==> src/wisc_macros.svh <==
// Word width, register count and memory depths for the WISC core
`ifndef WISC_MACROS_SVH
`define WISC_MACROS_SVH

// Data and instruction word
`define WORD_W 16

// General registers r0 to r7
`define NUM_REGS 8

// Memory depths in words
`define IMEM_DEPTH 256
`define DMEM_DEPTH 256

`endif

==> src/wisc_pkg.sv <==
// Word and register types, opcode, ALU and select enums for the WISC core
`default_nettype none

`include "wisc_macros.svh"

package wisc_pkg;

	typedef logic [`WORD_W-1:0] word_t;
	typedef logic [$clog2(`NUM_REGS)-1:0] regIdx_t;

	// Major opcodes, instr[15:11]
	typedef enum logic [4:0] {
		OP_HALT = 5'b00000, OP_NOP, OP_SIIC, OP_RTI,
		OP_J = 5'b00100, OP_JR, OP_JAL, OP_JALR,
		OP_ADDI = 5'b01000, OP_SUBI, OP_XORI, OP_ANDI,
		OP_BEQZ = 5'b01100, OP_BNEZ, OP_BLTZ, OP_BGEZ,
		OP_ST = 5'b10000, OP_LD, OP_SLBI, OP_STU,
		OP_ROLI = 5'b10100, OP_SLLI, OP_RORI, OP_SRLI,
		OP_LBI = 5'b11000, OP_BTR, OP_SHIFT, OP_ALU,
		OP_SEQ = 5'b11100, OP_SLT, OP_SLE, OP_SCO
	} opcode_e;

	// Low two bits follow the function field of the R-format groups
	typedef enum logic [3:0] {
		ALU_ROL, ALU_SLL, ALU_ROR, ALU_SRL,
		ALU_ADD, ALU_SUB, ALU_XOR, ALU_ANDN,
		ALU_OR, ALU_BTR, ALU_PASSB
	} aluOp_e;

	typedef enum logic [2:0] {
		IMM_ZEXT5, IMM_SEXT5, IMM_ZEXT8, IMM_SEXT8, IMM_SEXT11
	} immSel_e;

	// Writeback source
	typedef enum logic [2:0] {
		SET_ALU, SET_SEQ, SET_SLT, SET_SLE, SET_SCO, SET_MEM, SET_LINK
	} setSel_e;

	// Destination register field
	typedef enum logic [1:0] {
		REG_DST_RD_R, REG_DST_RD_I, REG_DST_RS, REG_DST_R7
	} regDst_e;

endpackage

`default_nettype wire

==> src/ctrlIf.sv <==
// Decoded control levels shared by the decoder and the datapath
`timescale 1ns/1ps
`default_nettype none

interface ctrlIf import wisc_pkg::*; ();

	logic regWrite, memWrite, memRead;
	logic aluSrc;
	aluOp_e aluOp;
	immSel_e immSel;
	setSel_e setSel;
	regDst_e regDst;
	logic branchCtl, jumpCtl, jrCtl, linkCtl, stu;
	logic halt;

	modport decoder (
		output regWrite, memWrite, memRead, aluSrc, aluOp, immSel, setSel, regDst,
		output branchCtl, jumpCtl, jrCtl, linkCtl, stu, halt
	);

	modport datapath (
		input regWrite, memWrite, memRead, aluSrc, aluOp, immSel, setSel, regDst,
		input branchCtl, jumpCtl, jrCtl, linkCtl, stu, halt
	);

endinterface

`default_nettype wire

==> src/regFile.sv <==
// Eight-entry register file, two combinational reads and one clocked write
`timescale 1ns/1ps
`default_nettype none

`include "wisc_macros.svh"

module regFile import wisc_pkg::*; (
	input logic clk,
	input logic rstN,
	input regIdx_t rdA,
	input regIdx_t rdB,
	output word_t dataA,
	output word_t dataB,
	input regIdx_t wrReg,
	input word_t wrData,
	ctrlIf.datapath ctrl
);

	word_t regs [`NUM_REGS];

	// A halted core keeps decoding halt, so regWrite stays low then
	always_ff @(posedge clk or negedge rstN) begin
		if (!rstN) begin
			for (int i = 0; i < `NUM_REGS; i++) begin
				regs[i] <= '0;
			end
		end else if (ctrl.regWrite) begin
			regs[wrReg] <= wrData;
		end
	end

	// Reads see the old value on a write edge
	assign dataA = regs[rdA];
	assign dataB = regs[rdB];

endmodule

`default_nettype wire

==> src/flat_wrapper.sv <==
// flat-port wrapper written by rule: the top's interface ports become plain ports
module regFile_flat import wisc_pkg::*;
  (clk, rstN, rdA, rdB, dataA, dataB, wrReg, wrData, ctrl_regWrite, ctrl_memWrite, ctrl_memRead, ctrl_aluSrc, ctrl_aluOp, ctrl_immSel, ctrl_setSel, ctrl_regDst, ctrl_branchCtl, ctrl_jumpCtl, ctrl_jrCtl, ctrl_linkCtl, ctrl_stu, ctrl_halt);
  ctrlIf ctrl_i ();
  input logic clk;
  input logic rstN;
  input regIdx_t rdA;
  input regIdx_t rdB;
  output word_t dataA;
  output word_t dataB;
  input regIdx_t wrReg;
  input word_t wrData;
  input wire logic [$bits(ctrl_i.regWrite)-1:0] ctrl_regWrite;
  input wire logic [$bits(ctrl_i.memWrite)-1:0] ctrl_memWrite;
  input wire logic [$bits(ctrl_i.memRead)-1:0] ctrl_memRead;
  input wire logic [$bits(ctrl_i.aluSrc)-1:0] ctrl_aluSrc;
  input wire logic [$bits(ctrl_i.aluOp)-1:0] ctrl_aluOp;
  input wire logic [$bits(ctrl_i.immSel)-1:0] ctrl_immSel;
  input wire logic [$bits(ctrl_i.setSel)-1:0] ctrl_setSel;
  input wire logic [$bits(ctrl_i.regDst)-1:0] ctrl_regDst;
  input wire logic [$bits(ctrl_i.branchCtl)-1:0] ctrl_branchCtl;
  input wire logic [$bits(ctrl_i.jumpCtl)-1:0] ctrl_jumpCtl;
  input wire logic [$bits(ctrl_i.jrCtl)-1:0] ctrl_jrCtl;
  input wire logic [$bits(ctrl_i.linkCtl)-1:0] ctrl_linkCtl;
  input wire logic [$bits(ctrl_i.stu)-1:0] ctrl_stu;
  input wire logic [$bits(ctrl_i.halt)-1:0] ctrl_halt;
  assign ctrl_i.regWrite = ctrl_regWrite;
  assign ctrl_i.memWrite = ctrl_memWrite;
  assign ctrl_i.memRead = ctrl_memRead;
  assign ctrl_i.aluSrc = ctrl_aluSrc;
  assign ctrl_i.aluOp = ctrl_aluOp;
  assign ctrl_i.immSel = ctrl_immSel;
  assign ctrl_i.setSel = ctrl_setSel;
  assign ctrl_i.regDst = ctrl_regDst;
  assign ctrl_i.branchCtl = ctrl_branchCtl;
  assign ctrl_i.jumpCtl = ctrl_jumpCtl;
  assign ctrl_i.jrCtl = ctrl_jrCtl;
  assign ctrl_i.linkCtl = ctrl_linkCtl;
  assign ctrl_i.stu = ctrl_stu;
  assign ctrl_i.halt = ctrl_halt;
  regFile u_core (.clk(clk), .rstN(rstN), .rdA(rdA), .rdB(rdB), .dataA(dataA), .dataB(dataB), .wrReg(wrReg), .wrData(wrData), .ctrl(ctrl_i));
endmodule
==> config.mk <==
export PLATFORM = sky130hd
export DESIGN_NAME = regFile_flat
export DESIGN_NICKNAME = d
export VERILOG_FILES = /design/src/wisc_pkg.sv /design/src/ctrlIf.sv /design/src/regFile.sv /design/src/flat_wrapper.sv
export VERILOG_INCLUDE_DIRS = /design/src /design/src/src
export SDC_FILE = /design/constraint.sdc
export NUM_CORES = 1
export LEC_CHECK = 0
export BUFFER_PORTS_ARGS = -buffer_cell sky130_fd_sc_hd__clkbuf_2
export CORE_UTILIZATION = 53
export CTS_BUF_LIST = sky130_fd_sc_hd__clkbuf_8 sky130_fd_sc_hd__clkbuf_16
export CTS_CLUSTER_DIAMETER = 50
export DETAILED_ROUTE_END_ITERATION = 6
export PLACE_DENSITY = 0.76
export SLEW_MARGIN = 30
export SYNTH_ARGS = -nofsm -noshare
export SYNTH_HDL_FRONTEND = slang
export SYNTH_SLANG_ARGS = --single-unit
==> constraint.sdc <==
create_clock -name clk -period 1.34 [get_ports clk]
set_input_delay 0.134 -clock clk [delete_from_list [all_inputs] [get_ports clk]]
set_output_delay 0.134 -clock clk [all_outputs]
set_load 0.01 [all_outputs]
==> flow_summary.json, run 1 <==
{
  "regMostFlops": "u_core.regs",
  "clock-sinks": 128,
  "rows": 41,
  "gp_congestion": 0.717,
  "dp.final_hpwl_mm": 9.65,
  "crit_type": "reg -> out",
  "ys_seq_area_share_pct": 45.7,
  "grt_antenna_before_repair": 0,
  "cts_tree": "done",
  "drive_gt1_share_pct": 73.9,
  "coreArea_um2": 12800,
  "path_clk_slew_ps": 60,
  "avgSynthCellArea_um2": 17.8,
  "cp_max_fo": 3,
  "vdd_drop_max_uv": 970,
  "final_nets": 537,
  "min_period_ps": 1850,
  "p_per_area_nw_per_um2": 1590,
  "die_width_um": 117,
  "n_antenna_cell": 0,
  "num_vias": 4144,
  "wl_per_cell_um": 23.7,
  "setup_tns_ps": -15320,
  "drt-total-wl_mm": 16.0,
  "fp.dieArea_um2": 13700,
  "final_common_cell": "mux2_2",
  "drtAntennaViolNets": 0,
  "slew_violations": 0,
  "synthCells": 393,
  "grt_max_degree": 83,
  "cp.required_ps": 1210,
  "max_freq_ghz": 0.540,
  "violations": "negative setup slack",
  "num-fill-cells": 868,
  "worstMarginPinSlew_ps": 438,
  "dp.cells": 621,
  "cts_inserted_buffers": 17,
  "cts_root_buf": "clkbuf_16",
  "drcViolationCount": 0,
  "slew_headroom_pct": 70.8,
  "rsz0062_at_grt": "yes",
  "syn_to_final_growth_pct": 22.6,
  "firstDrtPassIters": 4,
  "clock_latency_ps": 410,
  "finalWorstSetupSlack_ps": -513,
  "cp-start-kind": "flip-flop",
  "p_leak_nw": 3.70,
  "drt_iter0_drc": 279,
  "initial_core_util_pct": 54.8,
  "worstPathArrival_ps": 1720,
  "grt_pass1_vias": 4498,
  "grt_pass1_wl_mm": 25.3,
  "fin_crit_sh_pct": 138,
  "synthDistinctLibCells": 15,
  "synth-seq-cells": 128,
  "hp-class": "in -> reg",
  "io_pins": 81,
  "final_cell_mix": "mux2_2, dfrtp_1, mux4_2",
  "grt_usage_pct": 26.0,
  "via_per_inst": 6.16,
  "finalHoldViolCount": 0,
  "io_buffers": 59,
  "die_h_um": 117,
  "finalClockSkew_ps": 0,
  "final_cells": 673,
  "synth_fp_nets": 442,
  "largest_register_ffs": 128,
  "grt.overflow.total": 0,
  "setup_viol": 32,
  "cap_violations": 0,
  "outcome": "finished, violations left",
  "htreeDepth": 4,
  "syn_area_um2": 7000,
  "yosysWarnings": 0,
  "post-place-ws_ps": -310,
  "cp-end-kind": "primary output",
  "reg.largest.list": "u_core.regs (128)",
  "cts_buffer_depth": 2
}
==> synth_stat cells <==
cell type	number	area share [%]
clkbuf_2	2	0.14
nand4_2	1	0.18
buf_6	9	1.4
nand4b_2	3	0.64
mux4_2	8	2.6
nor4b_4	1	0.34
mux2_2	160	26
buf_1	4	0.21
mux4_1	56	21
dfrtp_1	128	46
nor4bb_1	1	0.14
buf_2	7	0.50
clkbuf_1	4	0.21
and4bb_2	2	0.36
buf_4	7	0.75
==> final cells by class <==
| type | instances | area, um^2 | area share, % |
|---|---|---|---|
| Timing Repair Buffer | 109 | 1110 | 12.9 |
| Clock buffer | 20 | 467 | 5.44 |
| Sequential cell | 128 | 3200 | 37.3 |
| Tap cell | 172 | 215 | 2.51 |
| Clock inverter | 12 | 118 | 1.37 |
| Multi-Input combinational cell | 232 | 3470 | 40.5 |
==> worst paths after layout <==
kind	start	to	cells after the start	slack (ps)
hold / removal	wrData[12]	u_core.regs[44]$_DFFE_PN0P_	2	60
max in group asynchronous	rstN	u_core.regs[20]$_DFFE_PN0P_	3	650
hold reg to reg	u_core.regs[35]$_DFFE_PN0P_	u_core.regs[35]$_DFFE_PN0P_	1	530
min in group asynchronous	rstN	u_core.regs[8]$_DFFE_PN0P_	2	70
setup / recovery	u_core.regs[37]$_DFFE_PN0P_	dataA[5]	3	-510
setup reg to reg	u_core.regs[15]$_DFFE_PN0P_	u_core.regs[15]$_DFFE_PN0P_	3	320
==> kinds of logic (layout without fill, tap and decap cells) <==
family        count (synthesis)  count (layout)  synth area share, %
mux                         224             224                 49.3
flops                       128             128                 45.7
buf+inv                      33             141                 3.27
simple gates                  8               8                 1.66
==> through the flow <==
step	hold WS [ps]	power (W)	instance area, um^2	util, %
6_report	60.6	0.0136	8580	67.2
3_3_place_gp	-54.3	0.00816	7790	61.0
2_1_floorplan	-162	0.00730	7010	-
5_1_grt	68.1	0.0143	8580	67.2
3_5_place_dp	-54.6	0.00836	7790	61.0
4_1_cts	47.0	0.0133	8350	65.4
==> metal layers <==
layer | vias to the layer above | wire length (um) | GRT usage (%)
li1 | 1741 | - | -
met1 | 2258 | 6800 | 35.5
met2 | 131 | 8050 | 41.3
met3 | 14 | 928 | 6.18
met4 | 0 | 208 | 8.61
met5 | - | 0 | 0
==> report_power, final <==
| part | switching [W] | internal (W) | total (W) |
|---|---|---|---|
| combinational | 0.00123 | 0.00252 | 0.00375 |
| clock | 0.00164 | 0.00285 | 0.00450 |
| sequential | 0.000656 | 0.00473 | 0.00539 |
==> timing repair <==
item	in CTS	in global routing
setup buffers	13	6
hold buffers	1	0
endpoints found under the setup margin	32	32
endpoints found under the hold margin	128	0
resized for setup	77	63
==> worst max-delay path, cell delays in order, from the launching register on <==
cell,delay (ps)
dfrtp_1,400
mux4_2,480
mux2_4,300
buf_6,130
(Power assumes the default switching activity.)
==> run 2, diff against run 1 <==
--- a/config.mk
+++ b/config.mk
@@ -6,7 +6,7 @@
 export SDC_FILE = /design/constraint.sdc
 export NUM_CORES = 1
 export LEC_CHECK = 0
-export BUFFER_PORTS_ARGS = -buffer_cell sky130_fd_sc_hd__clkbuf_2
+export BUFFER_PORTS_ARGS = -buffer_cell sky130_fd_sc_hd__buf_2
 export CORE_UTILIZATION = 53
 export CTS_BUF_LIST = sky130_fd_sc_hd__clkbuf_8 sky130_fd_sc_hd__clkbuf_16
 export CTS_CLUSTER_DIAMETER = 50
==> run 2 against run 1 <==
The run still ends with negative setup slack left. Clock skew unchanged. Wire length down 1.8%. Final cell count down 1.9%. Critical path depth unchanged. Non-clock buffer count down 9. Sequential share of layout area up 0.11 points. Via count down 0.70%. Global-route usage down 0.81 points. Die area unchanged. Register-to-register slack about the same. Clock power up 6.2%.
==> flow_summary.json, run 2 (synthesis results as in run 1) <==
{
  "outcome": "finished, violations left",
  "violations": "negative setup slack",
  "n_antenna_cell": 0,
  "htreeDepth": 4,
  "setup_viol": 32,
  "finalClockSkew_ps": 0,
  "path_depth": 3,
  "cp-start-kind": "flip-flop",
  "slew_headroom_pct": 69.5,
  "num-fill-cells": 857,
  "wl_per_cell_um": 23.8,
  "cp_max_fo": 3,
  "die_width_um": 117,
  "io_buffers": 59,
  "drive_gt1_share_pct": 73.4,
  "vdd_drop_max_uv": 725,
  "startpoint": "u_core.regs[59]$_DFFE_PN0P_",
  "cp.required_ps": 1210,
  "r2r_start": "u_core.regs[63]$_DFFE_PN0P_",
  "cts_inserted_buffers": 17,
  "grt.overflow.total": 0,
  "reg.largest.list": "u_core.regs (128)",
  "syn_to_final_growth_pct": 22.2,
  "rows": 41,
  "seq_area_um2": 3200,
  "cp_slowest_cell": "mux4_2",
  "reg2reg_depth": 3,
  "coreArea_um2": 12800,
  "grt_antenna_before_repair": 0,
  "finalHoldViolCount": 0,
  "io_pins": 81,
  "via_per_inst": 6.23,
  "finalWorstSetupSlack_ps": -503,
  "combPwrFrac_pct": 26.9,
  "postLayoutCoreUtil_pct": 67.0,
  "final_nets": 528,
  "gp_congestion": 0.711,
  "final_common_cell": "mux2_2",
  "p_switching_w": 0.00343,
  "clock-sinks": 128,
  "cpPeakStageDelay_ps": 470,
  "p_leak_nw": 3.69,
  "clock_latency_ps": 420,
  "dp.cells": 617,
  "min_period_ps": 1840,
  "rsz0062_at_grt": "yes",
  "grt_usage_pct": 25.2,
  "drt_iter0_drc": 164,
  "grt_pass1_wl_mm": 24.6,
  "p_int_w": 0.0105,
  "crit_type": "reg -> out",
  "cts_tree": "done",
  "drtAntennaViolNets": 0,
  "num_vias": 4115,
  "max_freq_ghz": 0.543,
  "drcViolationCount": 0,
  "grt_pass1_vias": 4364,
  "worstPathArrival_ps": 1710,
  "post-place-ws_ps": -308,
  "cts_root_buf": "clkbuf_16",
  "r2r_slack_ps": 330,
  "power_frac_clock_pct": 34.4,
  "crit_end": "dataB[11]",
  "fp.dieArea_um2": 13700,
  "initial_core_util_pct": 54.8,
  "hp-class": "in -> reg",
  "dp.final_hpwl_mm": 9.42,
  "multi_input_area_um2": 3490,
  "p_per_area_nw_per_um2": 1620,
  "fin_crit_sh_pct": 138,
  "critical_path_buf_inv_count": 1,
  "cp-end-kind": "primary output",
  "cap_violations": 0,
  "final_cell_mix": "mux2_2, dfrtp_1, mux4_2",
  "finalPower_w": 0.0139,
  "regMostFlops": "u_core.regs",
  "path_cells": "mux4_2, mux2_4, buf_6",
  "final_cells": 660,
  "r2r-end": "u_core.regs[63]$_DFFE_PN0P_",
  "grt_max_degree": 85,
  "die_h_um": 117,
  "drt-total-wl_mm": 15.7,
  "seqPwrFrac_pct": 38.7,
  "worstMarginPinSlew_ps": 458,
  "cts_buffer_depth": 2,
  "slew_violations": 0,
  "path_clk_slew_ps": 50,
  "firstDrtPassIters": 5,
  "critPathTopFamily": "multiplexers",
  "largest_register_ffs": 128,
  "switching_share_pct": 24.7
}
-- run 2: worst register-to-register path, cell delays in order, from the launching register on --
cell and delay [ps]:
dfrtp_1 390, buf_4 140, buf_4 110, mux2_2 250
-- run 2: through the flow --
stage	hold WS, ps	TNS, ps	instance area, um^2
global placement	-25.9	-8530	7730
detailed placement	-23.5	-9090	7730
CTS	37.4	-15860	8530
finish	51.9	-15440	8560
global route	54.1	-16710	8560
floorplan	-162	-34.6	7010
-- run 2: worst min-delay path by stage --
stage	startpoint	end	slack [ps]	depth (start not counted)
global route	wrData[14]	u_core.regs[30]$_DFFE_PN0P_	50	2
global placement	rstN	u_core.regs[8]$_DFFE_PN0P_	-30	1
CTS	wrData[14]	u_core.regs[14]$_DFFE_PN0P_	40	2
floorplan	rstN	u_core.regs[0]$_DFFE_PN0P_	-160	0
finish	wrData[14]	u_core.regs[14]$_DFFE_PN0P_	50	2
detailed placement	rstN	u_core.regs[24]$_DFFE_PN0P_	-20	1
-- run 2: power groups by stage --
stage | clock network (W) | logic [W] | registers, W
final | 0.00478 | 0.00374 | 0.00538
after global routing | 0.00501 | 0.00400 | 0.00547
after CTS | 0.00484 | 0.00374 | 0.00534
after detailed placement | 0 | 0.00299 | 0.00534
after global placement | 0 | 0.00288 | 0.00526
after floorplan | 0 | 0.00218 | 0.00512
-- run 2: what timing repair did --
action                     in CTS  in global routing
hold endpoints to repair      128                  0
gates resized for setup       118                  0
setup buffers                  10                  4
setup endpoints to repair      32                 32
hold buffers                    1                  0
-- run 2: final cells by class --
type,instances,area share (%)
Clock buffer,20,5.45
Clock inverter,8,1.62
Multi-Input combinational cell,232,40.8
Sequential cell,128,37.4
Tap cell,172,2.51
Timing Repair Buffer,100,12.2
-- run 2: per-layer routing --
metal | part of all wire (%) | routed length (um) | global-route usage (%)
met5 | 0 | 0 | 0
met2 | 50 | 7780 | 39.7
met1 | 44 | 6890 | 34.7
met4 | 1.9 | 306 | 9.03
met3 | 4.6 | 729 | 5.51
==> run 3, diff against run 2 <==
--- a/config.mk
+++ b/config.mk
@@ -11,6 +11,7 @@
 export CTS_BUF_LIST = sky130_fd_sc_hd__clkbuf_8 sky130_fd_sc_hd__clkbuf_16
 export CTS_CLUSTER_DIAMETER = 50
 export DETAILED_ROUTE_END_ITERATION = 6
+export MAX_ROUTING_LAYER = met4
 export PLACE_DENSITY = 0.76
 export SLEW_MARGIN = 30
 export SYNTH_ARGS = -nofsm -noshare
==> run 3 against run 2 <==
The flow still finishes with violations (negative setup slack). Highest routed layer unchanged. Global-route usage rose by 0.84 points. Clock skew did not move. Wire length rose by 0.16%. Via count fell by 1.5%. Maximum frequency fell by 0.58%. Critical path depth did not move. Largest cell class unchanged. Die area did not move. Count of clock-buffer cells in the layout did not move. Cell area did not move. Power barely moved. Clock power barely moved.
==> flow_summary.json, run 3 (synthesis results as in run 1) <==
{
  "final_nets": 528,
  "vdd_drop_max_uv": 728,
  "rsz0062_at_grt": "yes",
  "p_leak_nw": 3.69,
  "worstPathArrival_ps": 1720,
  "slew_violations": 0,
  "largest_register_ffs": 128,
  "finalWorstSetupSlack_ps": -514,
  "max_freq_ghz": 0.539,
  "worstMarginPinSlew_ps": 458,
  "cp.required_ps": 1210,
  "grt_pass1_vias": 4363,
  "firstDrtPassIters": 4,
  "min_to": "u_core.regs[14]$_DFFE_PN0P_",
  "p_per_area_nw_per_um2": 1620,
  "finalHoldViolCount": 0,
  "grt_usage_pct": 26.0,
  "num-fill-cells": 857,
  "reg.largest.list": "u_core.regs (128)",
  "r2r_start": "u_core.regs[63]$_DFFE_PN0P_",
  "cp-start-kind": "flip-flop",
  "r2r_slack_ps": 330,
  "clock_latency_ps": 420,
  "die_width_um": 117,
  "hold_depth": 2,
  "violations": "negative setup slack",
  "dp.cells": 617,
  "cts_buffer_depth": 2,
  "min-delay-start": "wrData[14]",
  "via_per_inst": 6.14,
  "r2r-end": "u_core.regs[63]$_DFFE_PN0P_",
  "finalClockSkew_ps": 0,
  "drt-total-wl_mm": 15.7,
  "drt_iter0_drc": 199,
  "cts_inserted_buffers": 17,
  "cp_max_fo": 3,
  "gp_congestion": 0.720,
  "clock-sinks": 128,
  "cts_tree": "done",
  "io_buffers": 59,
  "outcome": "finished, violations left",
  "fin_crit_sh_pct": 138,
  "min_period_ps": 1850,
  "cp-end-kind": "primary output",
  "hp-class": "in -> reg",
  "htreeDepth": 4,
  "num_vias": 4052,
  "grt_pass1_wl_mm": 24.6,
  "setup_viol": 32,
  "drive_gt1_share_pct": 73.4,
  "post-place-ws_ps": -308,
  "reg2reg_depth": 3,
  "wl_per_cell_um": 23.8,
  "final_cells": 660,
  "coreArea_um2": 12800,
  "grt.overflow.total": 0,
  "crit_type": "reg -> out",
  "syn_to_final_growth_pct": 22.2,
  "io_pins": 81,
  "n_antenna_cell": 0,
  "final_cell_mix": "mux2_2, dfrtp_1, mux4_2",
  "die_h_um": 117,
  "grt_max_degree": 85,
  "dp.final_hpwl_mm": 9.42,
  "cts_root_buf": "clkbuf_16",
  "path_clk_slew_ps": 50,
  "fp.dieArea_um2": 13700,
  "drcViolationCount": 0,
  "initial_core_util_pct": 54.8,
  "final_common_cell": "mux2_2",
  "cap_violations": 0,
  "rows": 41,
  "drtAntennaViolNets": 0,
  "hold-worst-slack_ps": 42.7,
  "regMostFlops": "u_core.regs",
  "slew_headroom_pct": 69.4,
  "grt_antenna_before_repair": 0
}
run 3: cell counts in the layout (fill, tap and decap cells not counted):
No cell type changed its count.
run 3: per-stage QoR:
step | total power (W) | TNS, ps | area [um^2] | utilization, %
floorplan | 0.00730 | -34.6 | 7010 | -
global placement | 0.00814 | -8530 | 7730 | 60.5
detailed placement | 0.00833 | -9090 | 7730 | 60.5
CTS | 0.0139 | -15860 | 8530 | 66.8
global route | 0.0145 | -16710 | 8560 | 67.0
finish | 0.0139 | -15580 | 8560 | 67.0
run 3: critical path: stages (launching register included):
cell     delay, ps
dfrtp_1        400
mux4_2         480
mux2_4         300
buf_6          120
run 3: layout make-up:
| cell class | count | area, um^2 | share of cell area [%] |
|---|---|---|---|
| Tap cell | 172 | 215 | 2.51 |
| Clock buffer | 20 | 467 | 5.45 |
| Sequential cell | 128 | 3200 | 37.4 |
| Timing Repair Buffer | 100 | 1050 | 12.2 |
| Clock inverter | 8 | 139 | 1.62 |
| Multi-Input combinational cell | 232 | 3490 | 40.8 |
run 3: worst max path at each step:
stage                                            from                            to  slack (ps)
after floorplan                              wrReg[0]  u_core.regs[117]$_DFFE_PN0P_          -3
after global placement                         rdA[0]                     dataA[14]        -290
after detailed placement                       rdA[0]                     dataA[14]        -310
after CTS                 u_core.regs[59]$_DFFE_PN0P_                     dataB[11]        -520
after global routing      u_core.regs[59]$_DFFE_PN0P_                     dataB[11]        -550
final                     u_core.regs[59]$_DFFE_PN0P_                     dataB[11]        -510
run 3: routing by layer:
metal | global-route usage (%) | vias to the layer above | share of wire [%]
li1 | - | 1727 | -
met2 | 39.6 | 131 | 50
met5 | - | - | 0
met3 | 5.72 | 17 | 5.4
met4 | 9.20 | 0 | 1.2
met1 | 34.7 | 2177 | 43
run 3: power breakdown:
part | switching, W | total [W] | internal, W
registers | 0.000645 | 0.00538 | 0.00473
clock network | 0.00159 | 0.00478 | 0.00320
logic | 0.00120 | 0.00374 | 0.00253
run 3: repair_timing:
item                       CTS  global route
buffers inserted            10             4
hold endpoints to repair   128             0
pin swaps                    0             0
resized for setup          118             0
setup endpoints to repair   32            32
gates cloned                 0             0
hold buffers                 1             0
